File: config.mk
export PLATFORM = sky130hd
export DESIGN_NAME = hostRegs
export DESIGN_NICKNAME = d
export VERILOG_FILES = /design/src/hdl/cpuPkg.sv /design/src/hdl/hostRegs.sv
export SDC_FILE = /design/constraint.sdc
export NUM_CORES = 1
export LEC_CHECK = 0
export BUFFER_PORTS_ARGS = -buffer_cell sky130_fd_sc_hd__buf_2
export CAP_MARGIN = 5
export CORE_AREA = 3 3 105 107
export DETAILED_ROUTE_END_ITERATION = 6
export DIE_AREA = 0 0 108 110
export PLACE_DENSITY_LB_ADDON = 0.25
export REMOVE_ABC_BUFFERS = 1
export SYNTH_ARGS = -nofsm -noshare
export SYNTH_HDL_FRONTEND = slang
export SYNTH_SLANG_ARGS = --single-unit
File: constraint.sdc
create_clock -name clk -period 2.7 [get_ports clk]
set_input_delay 0.27 -clock clk [delete_from_list [all_inputs] [get_ports clk]]
set_output_delay 0.27 -clock clk [all_outputs]
set_load 0.005 [all_outputs]
File: src/hdl/cpuPkg.sv
`default_nettype none

package cpuPkg;

	// datapath word and register number
	typedef logic [31:0] word_t;
	typedef logic [4:0] regIdx_t;
	// apb byte address
	typedef logic [11:0] apbAddr_t;

	//////////////////////////////
	// instruction encodings
	//////////////////////////////

	// primary opcodes, mips numbering
	typedef logic [5:0] opcode_t;
	localparam opcode_t OP_RTYPE = 6'h00;
	localparam opcode_t OP_BEQ = 6'h04;
	localparam opcode_t OP_ADDI = 6'h08;
	localparam opcode_t OP_LW = 6'h23;
	localparam opcode_t OP_SW = 6'h2b;
	// all ones stops the core
	localparam opcode_t OP_HALT = 6'h3f;

	// r-type function field
	typedef logic [5:0] funct_t;
	localparam funct_t FN_ADD = 6'h20;
	localparam funct_t FN_SUB = 6'h22;
	localparam funct_t FN_AND = 6'h24;
	localparam funct_t FN_OR = 6'h25;
	localparam funct_t FN_SLT = 6'h2a;

	// execute operand source
	typedef enum logic [1:0] {
		FWD_NONE = 2'b00,
		FWD_MEM  = 2'b01,
		FWD_WB   = 2'b10
	} fwdSel_t;

	//////////////////////////////
	// host register map
	//////////////////////////////
	localparam apbAddr_t ADDR_CTRL = 12'h000;
	localparam apbAddr_t ADDR_STATUS = 12'h004;
	localparam apbAddr_t ADDR_RETIRED = 12'h008;
	// 32 words, one per register
	localparam apbAddr_t REG_BASE = 12'h080;
	localparam apbAddr_t IMEM_BASE = 12'h400;
	localparam apbAddr_t DMEM_BASE = 12'h800;

endpackage

`default_nettype wire

File: src/hdl/hostRegs.sv
`default_nettype none

module hostRegs #(
	parameter int IMEM_WORDS = 256,
	parameter int DMEM_WORDS = 256
) (
	input logic clk,
	input logic rstN,
	// apb slave
	input logic pSel,
	input logic pEnable,
	input logic pWrite,
	input cpuPkg::apbAddr_t pAddr,
	input cpuPkg::word_t pWData,
	output cpuPkg::word_t pRData,
	output logic pReady,
	output logic pSlvErr,
	// core control
	output logic run,
	input logic halted,
	input logic retirePulse,
	// register file window
	output cpuPkg::regIdx_t regAddr,
	input cpuPkg::word_t regData,
	// instruction memory window
	output logic [$clog2(IMEM_WORDS)-1:0] imemAddr,
	output logic imemWe,
	output cpuPkg::word_t imemWData,
	input cpuPkg::word_t imemRData,
	// data memory window
	output logic [$clog2(DMEM_WORDS)-1:0] dmemAddr,
	output logic dmemWe,
	output cpuPkg::word_t dmemWData,
	input cpuPkg::word_t dmemRData
);

	localparam int IAW = $clog2(IMEM_WORDS);
	localparam int DAW = $clog2(DMEM_WORDS);

	logic access, imemSel, dmemSel, regSel;
	logic memRead, memWrite, ctrlWrite, waitDone;
	cpuPkg::word_t retired;

	//////////////////////////////
	// address decode
	//////////////////////////////
	assign access = pSel && pEnable;
	assign imemSel = pAddr[11:10] == cpuPkg::IMEM_BASE[11:10];
	assign dmemSel = pAddr[11:10] == cpuPkg::DMEM_BASE[11:10];
	assign regSel = pAddr[11:7] == cpuPkg::REG_BASE[11:7];
	assign memRead = access && !pWrite && (imemSel || dmemSel);
	assign memWrite = access && pWrite && (imemSel || dmemSel);
	assign ctrlWrite = access && pWrite && pAddr == cpuPkg::ADDR_CTRL;

	// word index, held stable by the master from setup on
	assign regAddr = pAddr[6:2];
	assign imemAddr = pAddr[2 +: IAW];
	assign dmemAddr = pAddr[2 +: DAW];
	assign imemWData = pWData;
	assign dmemWData = pWData;

	// memories are only writable while stopped
	assign imemWe = memWrite && imemSel && !run;
	assign dmemWe = memWrite && dmemSel && !run;
	assign pSlvErr = memWrite && run;

	// one wait state on memory reads
	assign pReady = !(memRead && !waitDone);

	always_ff @(posedge clk) begin
		if (!rstN) begin
			waitDone <= 1'b0;
			run <= 1'b0;
			retired <= '0;
		end else begin
			waitDone <= memRead && !waitDone;
			if (ctrlWrite) begin
				run <= pWData[0];
			end
			// new run starts counting from zero
			if (ctrlWrite && pWData[0] && !run) begin
				retired <= '0;
			end else if (retirePulse) begin
				retired <= retired + 32'd1;
			end
		end
	end

	// read data
	always_comb begin
		pRData = '0;
		if (imemSel) begin
			pRData = imemRData;
		end else if (dmemSel) begin
			pRData = dmemRData;
		end else if (regSel) begin
			pRData = regData;
		end else if (pAddr == cpuPkg::ADDR_CTRL) begin
			pRData = {31'b0, run};
		end else if (pAddr == cpuPkg::ADDR_STATUS) begin
			pRData = {31'b0, halted};
		end else if (pAddr == cpuPkg::ADDR_RETIRED) begin
			pRData = retired;
		end
	end

endmodule

`default_nettype wire

==> metrics list <==
- Result of the run: completed
* Startpoint type of the worst setup path: input port
- STA classifies the critical path endpoint as an output port.
- Via count: 3543
* Setup violators final: 0
- Footprint of the multi-input gates: 0.00190 mm^2
- Relative to the synthesized area, the layout overhead comes to 14.3%.
* CTS buffer count: 5
* Synthesized-area fraction occupied by adder cells: 1.49%
- Cell mode on critical path: sky130_fd_sc_hd__buf_2
- Summed over all cells, the static leakage comes to 1.61 nW.
- Synthesis handed over a netlist of 446 instances.
* Type of the worst min-delay path: input port to flip-flop
* Largest family of logic cells by synthesized area: simple AND/OR/NAND/NOR gates
* Crit path largest cell delay: 540 ps
- Crit path setup slack, layout: 158 ps
* Required time of the worst setup path: 2430 ps
- Setup repair after global routing could not meet its margin everywhere.
- Maximum number of buffers from clock root to sink: 2
- The synthesized netlist devotes 22.8% of its cell area to compound gates.
- Fill cells in the final layout number 1110.
- sky130_fd_sc_hd__dfxtp_1 takes more of the synthesized area than any other cell.
- Ranked by total cell area, the synthesized netlist is headed by sky130_fd_sc_hd__dfxtp_1, sky130_fd_sc_hd__buf_4, sky130_fd_sc_hd__o31ai_1.
- The initial utilization of the core area, before any placement, comes to 32.9%.
- For this block, the routed nets add up to 14.0 mm of wire.
- After clock tree synthesis, the clock-pin slew on the worst setup and hold paths is 70 ps.
- Data arrival time at the worst-slack endpoint: 2270 ps
- Of the cells placed in the final design, the portion with a size suffix greater than 1 is 39.6%.
- The signal on the critical path passes through buf_2 -> inv_1 -> ha_1 -> or4b_1 -> nor4_4 -> buf_4 -> a221oi_1 -> o31ai_1 -> buf_2.
- Horiz. Die Dim: 108 um
- Antenna violations before repair: 7
- For this run, the detailed router's first-pass iteration total came to 4.
* Ys async rst share: 0%
- Summing all placed instances gives a cell area of 0.00375 mm^2.
- The number of max-slew violations in the final report was 0.
- Summed over all nets, the half-perimeter wirelength after detailed placement is 11.7 mm.
- Sequential cell area: 681 um^2
- Mapped Area: 0.00337 mm^2
* Gpl congestion: 0.881
- Core footprint: 0.0102 mm^2
* Die H: 110 um
* Number of storage elements in the synthesis netlist: 34
- The die covers 0.0119 mm^2.
* Max FO, Critical Path: 17
- The setup path with the least slack is of type input port to output port.
- The via count of the first global-routing pass is 3181.
- Total non-filler cell area in the finished layout: 0.00385 mm^2
* Net total in the final layout: 673
- In this run, post-CTS hold repair placed 0 buffers.
* Via count normalized by instance count: 5.37
* Library cell contributing the largest single delay on the critical path: sky130_fd_sc_hd__or4b_1
- Counting distinct cell types in the post-synthesis netlist gives 41.
* Wire per inst: 21.2 um
- The average instance in the mapped netlist occupies 7.55 um^2.
- Global routing used 22.8% of the available tracks across all layers.
- The portion of synthesized area spent on multiplexers is 0.595%.
- Wire length of the first global-routing pass: 19.9 mm
* Xor and xnor fraction of the mapped netlist area: 3.12%
- Worst clock skew on the final layout: 9.19 ps
* Count of port buffers added during placement: 175
- For the pin with the worst max-slew slack, the measured transition is 586 ps.
- Power spread over the standard cell area amounts to 312 mW/mm^2.
* Pin count of the biggest net entering global routing: 37
* Rel. slew slack: 60.9%
- In the synthesized netlist the dominant register cell turns out to be sky130_fd_sc_hd__dfxtp_1.
- Number of remaining DRC errors: 0
* Root Buffer Master: sky130_fd_sc_hd__clkbuf_8
- Summed over all layers, the global routing overflow is 0.
- Number of max-cap violations: 0
- VDD IR-drop max: 0.190 mV
* EDFF count, synth: 0
* Number of placed I/O pins: 269
* Deepest level of the CTS H-tree: 2
- The final critical path takes up 94.2% of the cycle.
* Clock Latency Late Sink: 290 ps
* Max Freq: 0.393 GHz
- Once detail routing completed, the nets flagged for antenna violations numbered 0.
- The number of failing hold endpoints at the final stage was 0.
- Warnings from Yosys: 0
- Clock tree from TritonCTS: yes
* Total clock sinks: 34
- Overall power consumption after layout is estimated at 1.20 mW.
* Number of design-rule violations left by the first detailed-router iteration: 223
- Min cycle time layout: 2540 ps
* Share of the synthesized area in the top cell type: 20.2%
- After Yosys synthesis, and, or, nand and nor cells account for 28.1% of the synthesized area.
- In this run the core area contains 37 standard-cell rows.
- Summing the sequential cell areas from Yosys gives 20.2% of the chip area.
- Placement Setup Slack: 148 ps
area by class of cell:
class	count	area share [%]
well taps	136	4.42
flip-flops and latches	34	17.7
inverters	6	0.585
diodes	1	0.0650
multi-input cells	290	49.4
clock inverters	2	0.325
repair buffers	185	25.4
clock buffers	6	2.15
layout by cell type (no fill, tap or decap), drive strengths merged, types with 2 or more instances in the layout:
cell type | netlist | layout
buf | 94 | 185
nand2 | 42 | 42
o31ai | 42 | 42
dfxtp | 34 | 34
nor2b | 33 | 33
a221oi | 31 | 31
nor2 | 20 | 20
a21oi | 19 | 19
or4 | 13 | 13
nand4 | 12 | 12
nand3 | 11 | 11
or3 | 9 | 9
o21ai | 9 | 9
xnor2 | 7 | 7
and4 | 7 | 7
inv | 6 | 6
clkbuf | 22 | 6
xor2 | 5 | 5
and3 | 5 | 5
ha | 4 | 4
and2 | 3 | 3
nor4 | 3 | 3
or2 | 2 | 2
nand2b | 2 | 2
nor3 | 2 | 2
mux2i | 2 | 2
or4b | 2 | 2
flip-flops by register name, summed over array words and instances, names as in the netlist:
signal and count:
waitDone 1, run 1, retired 32
critical path, delay by kind of cell:
| family | cells | cell delay [ps] |
|---|---|---|
| adder cells (fa/ha/maj) | 1 | 140 |
| AND/OR/NAND/NOR | 2 | 870 |
| AO/OA/AOI/OAI | 2 | 350 |
| buffers and inverters | 4 | 610 |
cell families after synthesis:
family / after synthesis
AOI/OAI and AO/OA: 105
xor gates and xnor gates: 12
adders and majority gates: 4
buffers and inverters: 122
DFF: 34
muxes: 2
and+or+nand+nor: 167
synth_stat cells, types with 2 or more instances:
cell,n
sky130_fd_sc_hd__ha_1,4
sky130_fd_sc_hd__xor2_1,5
sky130_fd_sc_hd__and3_1,4
sky130_fd_sc_hd__nand4_2,2
sky130_fd_sc_hd__mux2i_1,2
sky130_fd_sc_hd__nor4_1,2
sky130_fd_sc_hd__nor3_1,2
sky130_fd_sc_hd__buf_2,5
sky130_fd_sc_hd__inv_1,6
sky130_fd_sc_hd__xnor2_1,7
sky130_fd_sc_hd__a21oi_1,18
sky130_fd_sc_hd__or2_2,2
sky130_fd_sc_hd__and4_1,6
sky130_fd_sc_hd__and2_1,3
sky130_fd_sc_hd__o31ai_1,42
sky130_fd_sc_hd__nand3_1,11
sky130_fd_sc_hd__buf_4,89
sky130_fd_sc_hd__nand4_1,10
sky130_fd_sc_hd__dfxtp_1,34
sky130_fd_sc_hd__o21ai_0,8
sky130_fd_sc_hd__nand2_1,42
sky130_fd_sc_hd__or4_1,11
sky130_fd_sc_hd__or4_4,2
sky130_fd_sc_hd__or3_1,9
sky130_fd_sc_hd__nand2b_1,2
sky130_fd_sc_hd__clkbuf_1,22
sky130_fd_sc_hd__nor2_1,20
sky130_fd_sc_hd__nor2b_1,33
sky130_fd_sc_hd__a221oi_1,31
power breakdown:
part	switching, mW	leakage, nW	internal [mW]	total (mW)
clock network	0.194	0.0472	0.205	0.399
logic	0.135	1.29	0.157	0.292
registers	0.00454	0.274	0.505	0.509
total	0.334	1.61	0.867	1.20
layer usage:
metal | vias to the layer above | wire (um) | GRT usage, %
li1 | 1709 | - | -
met4 | 14 | 185 | 4.42
met2 | 238 | 6410 | 36.9
met5 | - | 125 | 6.25
met3 | 22 | 2520 | 18.2
met1 | 1560 | 4740 | 22.9
worst paths after layout:
path	slack (ps)	from	cells after the start	endpoint
worst max-delay path	160	pAddr[10]	9	pRData[19]
worst min-delay path	250	rstN	3	waitDone
worst max register to register	620	retired[0]	6	retired[22]
worst min register to register	480	waitDone	3	waitDone
what timing repair did:
item | in CTS | in global routing
gates resized for setup | 0 | 0
setup buffers | 0 | 0
setup endpoints to repair | 0 | 7
through the flow:
stage	std cells	hold WS [ps]	util (%)	TNS, ps
floorplan	330	405	-	-14120
global placement	651	472	36.7	0
detailed placement	651	479	36.7	0
CTS	659	246	37.6	0
global route	660	268	37.6	-51.3
finish	660	252	37.6	0
No activity file was read; power rests on OpenSTA's default activity.
