[config.mk]
export PLATFORM = sky130hd
export DESIGN_NAME = hazardUnit_flat
export DESIGN_NICKNAME = d
export VERILOG_FILES = /design/src/hdl/cpuPkg.sv /design/src/hdl/hazardIf.sv /design/src/hdl/hazardUnit.sv /design/src/flat_wrapper.sv
export SDC_FILE = /design/constraint.sdc
export NUM_CORES = 1
export LEC_CHECK = 0
export BUFFER_PORTS_ARGS = -buffer_cell sky130_fd_sc_hd__buf_4
export CORE_MARGIN = 4
export CORE_UTILIZATION = 29
export DETAILED_ROUTE_END_ITERATION = 12
export GPL_TIMING_DRIVEN = 1
export PLACE_DENSITY = 0.63
export SLEW_MARGIN = 20
export SYNTH_ARGS = -nofsm -noshare
export SYNTH_HDL_FRONTEND = slang
export SYNTH_SLANG_ARGS = --single-unit
[constraint.sdc]
create_clock -name vclk -period 2.1
set_input_delay 0.315 -clock vclk [all_inputs]
set_output_delay 0.315 -clock vclk [all_outputs]
set_load 0.1 [all_outputs]
[src/hdl/cpuPkg.sv]
`default_nettype none

package cpuPkg;

	// datapath word and register number
	typedef logic [31:0] word_t;
	typedef logic [4:0] regIdx_t;
	// apb byte address
	typedef logic [11:0] apbAddr_t;

	//////////////////////////////
	// instruction encodings
	//////////////////////////////

	// primary opcodes, mips numbering
	typedef logic [5:0] opcode_t;
	localparam opcode_t OP_RTYPE = 6'h00;
	localparam opcode_t OP_BEQ = 6'h04;
	localparam opcode_t OP_ADDI = 6'h08;
	localparam opcode_t OP_LW = 6'h23;
	localparam opcode_t OP_SW = 6'h2b;
	// all ones stops the core
	localparam opcode_t OP_HALT = 6'h3f;

	// r-type function field
	typedef logic [5:0] funct_t;
	localparam funct_t FN_ADD = 6'h20;
	localparam funct_t FN_SUB = 6'h22;
	localparam funct_t FN_AND = 6'h24;
	localparam funct_t FN_OR = 6'h25;
	localparam funct_t FN_SLT = 6'h2a;

	// execute operand source
	typedef enum logic [1:0] {
		FWD_NONE = 2'b00,
		FWD_MEM  = 2'b01,
		FWD_WB   = 2'b10
	} fwdSel_t;

	//////////////////////////////
	// host register map
	//////////////////////////////
	localparam apbAddr_t ADDR_CTRL = 12'h000;
	localparam apbAddr_t ADDR_STATUS = 12'h004;
	localparam apbAddr_t ADDR_RETIRED = 12'h008;
	// 32 words, one per register
	localparam apbAddr_t REG_BASE = 12'h080;
	localparam apbAddr_t IMEM_BASE = 12'h400;
	localparam apbAddr_t DMEM_BASE = 12'h800;

endpackage

`default_nettype wire

[src/hdl/hazardIf.sv]
`default_nettype none

interface hazardIf;
	// decode stage
	cpuPkg::regIdx_t rsD, rtD;
	logic branchD;
	logic forwardAD, forwardBD;
	logic stallF, stallD;
	// execute stage
	cpuPkg::regIdx_t rsE, rtE, writeRegE;
	logic regWriteE, memToRegE;
	cpuPkg::fwdSel_t forwardAE, forwardBE;
	logic flushE;
	// memory and writeback stages
	cpuPkg::regIdx_t writeRegM, writeRegW;
	logic regWriteM, memToRegM, regWriteW;

	// write enables arrive already qualified by stage valid
	modport pipe (
		output rsD, rtD, branchD, rsE, rtE, writeRegE, regWriteE, memToRegE,
		output writeRegM, regWriteM, memToRegM, writeRegW, regWriteW,
		input forwardAD, forwardBD, forwardAE, forwardBE, stallF, stallD, flushE
	);

	modport hazard (
		input rsD, rtD, branchD, rsE, rtE, writeRegE, regWriteE, memToRegE,
		input writeRegM, regWriteM, memToRegM, writeRegW, regWriteW,
		output forwardAD, forwardBD, forwardAE, forwardBE, stallF, stallD, flushE
	);
endinterface

`default_nettype wire

[src/hdl/hazardUnit.sv]
`default_nettype none

module hazardUnit (
	hazardIf.hazard hz
);

	logic lwStall;
	logic branchStall;
	logic branchSrcE;
	logic branchSrcM;

	// execute operand source for one register number
	// memory stage is younger, so it wins over writeback
	function automatic cpuPkg::fwdSel_t fwdSel(input cpuPkg::regIdx_t src);
		if (src != '0 && hz.regWriteM && src == hz.writeRegM) begin
			return cpuPkg::FWD_MEM;
		end else if (src != '0 && hz.regWriteW && src == hz.writeRegW) begin
			return cpuPkg::FWD_WB;
		end
		return cpuPkg::FWD_NONE;
	endfunction

	//////////////////////////////
	// forwarding
	//////////////////////////////

	// decode branch compare, memory stage only
	// writeback reaches decode through the register file bypass
	assign hz.forwardAD = hz.rsD != '0 && hz.regWriteM && hz.rsD == hz.writeRegM;
	assign hz.forwardBD = hz.rtD != '0 && hz.regWriteM && hz.rtD == hz.writeRegM;

	// alu operands
	assign hz.forwardAE = fwdSel(hz.rsE);
	assign hz.forwardBE = fwdSel(hz.rtE);

	//////////////////////////////
	// stalls
	//////////////////////////////

	// load in execute feeding decode
	assign lwStall = hz.memToRegE && hz.writeRegE != '0 &&
		(hz.writeRegE == hz.rsD || hz.writeRegE == hz.rtD);

	// branch operand still in execute
	assign branchSrcE = hz.regWriteE && hz.writeRegE != '0 &&
		(hz.writeRegE == hz.rsD || hz.writeRegE == hz.rtD);
	// load data not back until writeback
	assign branchSrcM = hz.memToRegM && hz.writeRegM != '0 &&
		(hz.writeRegM == hz.rsD || hz.writeRegM == hz.rtD);
	assign branchStall = hz.branchD && (branchSrcE || branchSrcM);

	// hold fetch and decode, bubble into execute
	assign hz.stallD = lwStall || branchStall;
	assign hz.stallF = hz.stallD;
	assign hz.flushE = hz.stallD;

endmodule

`default_nettype wire

[src/flat_wrapper.sv]
// flat-port wrapper written by rule: the top's interface ports become plain ports
module hazardUnit_flat 
  (hz_rsD, hz_rtD, hz_branchD, hz_rsE, hz_rtE, hz_writeRegE, hz_regWriteE, hz_memToRegE, hz_writeRegM, hz_regWriteM, hz_memToRegM, hz_writeRegW, hz_regWriteW, hz_forwardAD, hz_forwardBD, hz_forwardAE, hz_forwardBE, hz_stallF, hz_stallD, hz_flushE);
  hazardIf hz_i ();
  input wire logic [$bits(hz_i.rsD)-1:0] hz_rsD;
  input wire logic [$bits(hz_i.rtD)-1:0] hz_rtD;
  input wire logic [$bits(hz_i.branchD)-1:0] hz_branchD;
  input wire logic [$bits(hz_i.rsE)-1:0] hz_rsE;
  input wire logic [$bits(hz_i.rtE)-1:0] hz_rtE;
  input wire logic [$bits(hz_i.writeRegE)-1:0] hz_writeRegE;
  input wire logic [$bits(hz_i.regWriteE)-1:0] hz_regWriteE;
  input wire logic [$bits(hz_i.memToRegE)-1:0] hz_memToRegE;
  input wire logic [$bits(hz_i.writeRegM)-1:0] hz_writeRegM;
  input wire logic [$bits(hz_i.regWriteM)-1:0] hz_regWriteM;
  input wire logic [$bits(hz_i.memToRegM)-1:0] hz_memToRegM;
  input wire logic [$bits(hz_i.writeRegW)-1:0] hz_writeRegW;
  input wire logic [$bits(hz_i.regWriteW)-1:0] hz_regWriteW;
  output wire logic [$bits(hz_i.forwardAD)-1:0] hz_forwardAD;
  output wire logic [$bits(hz_i.forwardBD)-1:0] hz_forwardBD;
  output wire logic [$bits(hz_i.forwardAE)-1:0] hz_forwardAE;
  output wire logic [$bits(hz_i.forwardBE)-1:0] hz_forwardBE;
  output wire logic [$bits(hz_i.stallF)-1:0] hz_stallF;
  output wire logic [$bits(hz_i.stallD)-1:0] hz_stallD;
  output wire logic [$bits(hz_i.flushE)-1:0] hz_flushE;
  assign hz_i.rsD = hz_rsD;
  assign hz_i.rtD = hz_rtD;
  assign hz_i.branchD = hz_branchD;
  assign hz_i.rsE = hz_rsE;
  assign hz_i.rtE = hz_rtE;
  assign hz_i.writeRegE = hz_writeRegE;
  assign hz_i.regWriteE = hz_regWriteE;
  assign hz_i.memToRegE = hz_memToRegE;
  assign hz_i.writeRegM = hz_writeRegM;
  assign hz_i.regWriteM = hz_regWriteM;
  assign hz_i.memToRegM = hz_memToRegM;
  assign hz_i.writeRegW = hz_writeRegW;
  assign hz_i.regWriteW = hz_regWriteW;
  assign hz_forwardAD = hz_i.forwardAD;
  assign hz_forwardBD = hz_i.forwardBD;
  assign hz_forwardAE = hz_i.forwardAE;
  assign hz_forwardBE = hz_i.forwardBE;
  assign hz_stallF = hz_i.stallF;
  assign hz_stallD = hz_i.stallD;
  assign hz_flushE = hz_i.flushE;
  hazardUnit u_core (.hz(hz_i));
endmodule
==> results.toml, run 1 <==
[clock_tree]
holdBufCountCts = 0
cts_resized = 0
post-cts-setup-buffer-count = 0

[sta]
rsz0062_at_grt = "true"
fmax_mhz = 488
finalSetupViolCount = 0
fin_crit_sh_pct = 97.5
max-slew-margin-rel_pct = 78.0
worst_slew_pin_slew_ns = 0.328
hold_viol_final = 0
slew_violations = 0
layout_min_cycle_time_ns = 2.05

[floorplanning]
coreArea_mm2 = 0.00202
io_pins = 50
fp.dieW_um = 55.0
dieArea_mm2 = 0.00302
num_rows = 16
dieHeight_um = 55.0
start_util_pct = 31.6

[global_route]
gr-usage-all-layers_pct = 13.9
grt_pass1_wl_um = 3160
grt_max_degree = 6
grt_pass1_vias = 742
antenna_found_initial = 0
grt.overflow.total = 0

[pwr]
total_power_uw = 257
power_density_mw_per_mm2 = 228
leakage_uw = 0.000444
vdd_drop_max_v = 0.000104

[worst_setup_path]
worstSetupPathType = "in -> out"
critPathLaunchType = "primary input"
required_ns = 1.78
cp_max_fo = 3
arrival_ns = 1.73
critPathCaptureType = "output port"

[drt]
routed_wl_um = 2040
drc = 0
wl_per_cell_um = 13.4
via_count = 736
dr_wl_met3_um = 370
vias_per_cell = 4.84
drt_first_pass_iters = 4
drt-initial-drc-count = 1
highest_layer = "met3"
ant_nets = 0
drt-met1-wl_um = 758
wl_met2_um = 913

[finish]
seq_cells = 0
n_clock_buffer = 0
diodes = 0
nets = 168
seqCellArea_um2 = 0
drive_gt1_share_pct = 53.6
fin_util_pct = 55.6
areaGrowthSynthToFinish_pct = 75.7

[placed_design]
io_buffers = 50
gp_congestion = 0.781
dp_hpwl_um = 1860

[synth]
yosysTopAreaCellShare_pct = 35.6
yosys-top-cells-area = "xnor2_1 36%, xor2_1 19%, nor4_2 7.8%"
ys_types = 22
seq_area_frac_synth_pct = 0
synthesis.nets = 121
netlist_instances = 80
syn_area_um2 = 639
avgSynthCellArea_um2 = 7.99
synth_top_cell_by_area = "xnor2_1"
yosys_warnings = 0

[outcome]
status = "completed"

[worst_hold_path]
hold_path_depth = 3
worstHoldStart = "hz_regWriteM"
hold_class = "in -> out"
holdPathEnd = "hz_forwardAD"

[run]
drv_cap = 0
[final cells by class]
type | count | area (um^2)
fillers | 193 | 898
well taps | 27 | 33.8
repair buffers | 52 | 390
multi-input cells | 73 | 699
[cell usage after synthesis]
library cell	n
o32ai_1	1
nand2_1	2
nor3_1	4
buf_2	1
clkbuf_1	3
nor4_2	4
o211ai_1	1
a21oi_1	1
nand3_1	2
xor2_1	14
or4_1	3
or4_4	2
o21a_1	1
o311a_1	1
xnor2_1	26
nand4_1	4
nor2_4	2
buf_4	3
and4_1	1
a31oi_1	2
or3_1	1
nor2_1	1
[layer usage]
metal / vias up / track usage [%]
li1: 375 / -
met5: - / 0
met3: 0 / 3.49
met2: 48 / 26.6
met4: 0 / 0
met1: 313 / 16.4
[metrics by stage]
stage	setup WS (ns)	hold slack, ns	area, um^2	cells	TNS (ns)
CTS	0.0453	1.09	1120	152	0
finish	0.0526	1.08	1120	152	0
global route	-0.00423	1.10	1120	152	-0.00423
floorplan	-0.468	0.857	806	80	-1.39
global placement	0.0939	1.09	1120	152	0
detailed placement	0.0501	1.09	1120	152	0
[power by group]
part,internal (uW),total (uW),switching (uW)
sequential,0,0,0
clock,0,0,0
combinational,122,257,135
total,122,257,135
[worst max-delay path by stage]
stage                     from              end  depth (start not counted)
2_1_floorplan        hz_rsE[0]  hz_forwardAE[1]                          4
3_3_place_gp         hz_rtE[1]  hz_forwardBE[1]                          6
3_5_place_dp         hz_rtE[1]  hz_forwardBE[1]                          6
4_1_cts              hz_rtE[1]  hz_forwardBE[1]                          6
5_1_grt        hz_writeRegM[3]        hz_stallD                          7
6_report             hz_rtE[1]  hz_forwardBE[1]                          6
[placed cells by master, fill, tap and decap left out, drive strengths merged]
master,n
o32ai,1
o311a,1
nand3,2
nor2,3
xnor2,26
o21a,1
o211ai,1
a21oi,1
nor4,4
and4,1
nor3,4
a31oi,2
or4,5
nand2,2
or3,1
nand4,4
buf,52
xor2,14
[logic make-up after synthesis]
family	after synthesis	synth area share, %
compound gates	7	8.02
xor+xnor	40	54.8
buf+inv	7	6.07
simple gates	26	31.1
[critical path, stage by stage]
cell and delay (ns):
buf_4 0.12, or4_4 0.54, nor2_4 0.12, nor4_4 0.07, nor4_4 0.23, buf_4 0.33
(Power assumes the default switching activity.)
==> run 2: changes to the inputs <==
- ABC_AREA: unset -> 1
- BUFFER_PORTS_ARGS: -buffer_cell sky130_fd_sc_hd__buf_4 -> unset
- DONT_BUFFER_PORTS: unset -> 1
- PLACE_DENSITY: 0.63 -> 0.44
- SLEW_MARGIN: 20 -> unset
==> results.toml, run 2 <==
[clock_tree]
cts_resized = 0
holdBufCountCts = 0
post-cts-setup-buffer-count = 0

[floorplanning]
io_pins = 50
coreArea_mm2 = 0.00254
dieArea_mm2 = 0.00364
dieHeight_um = 60.3
start_util_pct = 31.2
fp.dieW_um = 60.3
num_rows = 18

[sta]
layout_min_cycle_time_ns = 1.67
hold_viol_final = 0
fin_hold_ws_ns = 0.981
finalSetupViolCount = 0
fmax_mhz = 597
slew_violations = 0
finalWorstSetupSlack_ns = 0.426
rsz0062_at_grt = "false"
worst_slew_pin_slew_ns = 0.365
max-slew-margin-rel_pct = 75.5
fin_crit_sh_pct = 79.7

[worst_hold_path]
hold_class = "in -> out"

[global_route]
grt.overflow.total = 0
antenna_found_initial = 0
grt_pass1_vias = 895
grt_max_degree = 8
gr-usage-all-layers_pct = 13.4
grt_pass1_wl_um = 3860

[drt]
drc = 0
drt-initial-drc-count = 53
vias_per_cell = 4.81
ant_nets = 0
wl_per_cell_um = 12.1
drt_first_pass_iters = 4
via_count = 1014
routed_wl_um = 2560

[synth]
yosys.cell_count.top_type = "nand2_1"
muxShareOfSynthArea_pct = 0
synth_top_cell_by_area = "nand2_1"
netlist_instances = 177
seq_area_frac_synth_pct = 0
synth_common_cells = "71 x nand2_1, 34 x inv_1, 19 x nor2_1, 14 x nand3_1, 7 x xnor2_1"
yosys.area_share.simple_pct = 60.6
syn_area_um2 = 793
synthAdderAreaFrac_pct = 0
synth-xor-area-share_pct = 8.83
synth-compound-area-share_pct = 10.7
avgSynthCellArea_um2 = 4.48
ys_types = 20
yosys_warnings = 0
yosys-top-cells-area = "nand2_1 34%, inv_1 16%, nor2_1 9.0%"
yosysTopAreaCellShare_pct = 33.6
synth_top_family_by_area = "simple AND/OR/NAND/NOR gates"
synthesis.nets = 218

[worst_setup_path]
required_ns = 1.78
arrival_ns = 1.36
cp_max_fo = 6
worstSetupPathType = "in -> out"
critPathLaunchType = "primary input"
critPathCaptureType = "output port"

[finish]
layout_common_cells = "70 x nand2_1, 34 x inv_1, 17 x nor2_1"
final_common_cell = "nand2_1"
seq_cells = 0
diodes = 0
fin_cells = 211
finalInstanceArea_um2 = 953
drive_gt1_share_pct = 8.84
areaGrowthSynthToFinish_pct = 20.2
n_clock_buffer = 0
nets = 224
seqCellArea_um2 = 0

[placed_design]
io_buffers = 0
dp_hpwl_um = 2310
pre_cts_ws_ns = 0.423
place_area_um2 = 953
dpl.cell_count = 211
gp_congestion = 0.852

[pwr]
vdd_drop_max_v = 0.000110
power_density_mw_per_mm2 = 193
leakage_uw = 0.000555

[run]
drv_cap = 0

[outcome]
status = "completed"
run 2: changes by cell type in the layout (fill, tap and decap cells not counted), moves of 4 or more:
cell | previous run | this run
xor2_1 | 12 | 1
inv_1 | 0 | 34
nand2_1 | 2 | 70
a21oi_1 | 1 | 5
buf_4 | 52 | 4
nor4_4 | 4 | 0
nor2_1 | 1 | 17
o21ai_0 | 0 | 6
nand3_1 | 2 | 14
xnor2_1 | 22 | 6
run 2: cell families after synthesis:
kind of cell / count (synthesis)
AND/OR/NAND/NOR: 116
AO/OA/AOI/OAI: 15
XOR/XNOR: 8
buffers and inverters: 38
run 2: final timing paths:
path	from	to	slack [ns]	cells past startpoint
min	hz_writeRegW[4]	hz_forwardAE[1]	0.98	4
max	hz_writeRegM[0]	hz_flushE	0.43	9
run 2: power by group:
part | switching (uW) | total [uW] | internal (uW) | leakage (uW)
Sequential | 0 | 0 | 0 | 0
Combinational | 120 | 184 | 63.4 | 0.000555
Clock | 0 | 0 | 0 | 0
Total | 120 | 184 | 63.4 | 0.000555
run 2: through the flow:
step	power (uW)	utilization, %	TNS (ns)
floorplan	158	-	-0.320
global placement	183	37.5	0
detailed placement	184	37.5	0
CTS	184	37.5	0
global route	203	37.5	0
finish	184	37.5	0
run 2: cell type report:
| cell class | count | area [um^2] |
|---|---|---|
| inverters | 35 | 131 |
| repair buffers | 7 | 90.1 |
| fillers | 283 | 1590 |
| multi-input cells | 139 | 694 |
| well taps | 30 | 37.5 |
run 2: worst max-delay path, stage by stage:
cell and delay, ns:
inv_1 0.07, nand2_1 0.07, nand2_1 0.04, nor2_1 0.12, nand3_1 0.15, nand2_1 0.10, nand2_1 0.08, nand2_4 0.08
buf_12 0.31
run 2: layer usage:
metal | up-vias | track usage (%) | part of all wire, %
li1 | 547 | - | -
met1 | 434 | 18.8 | 44
met2 | 33 | 22.5 | 45
met3 | 0 | 2.81 | 10
met4 | 0 | 0 | 0
met5 | - | 0 | 0
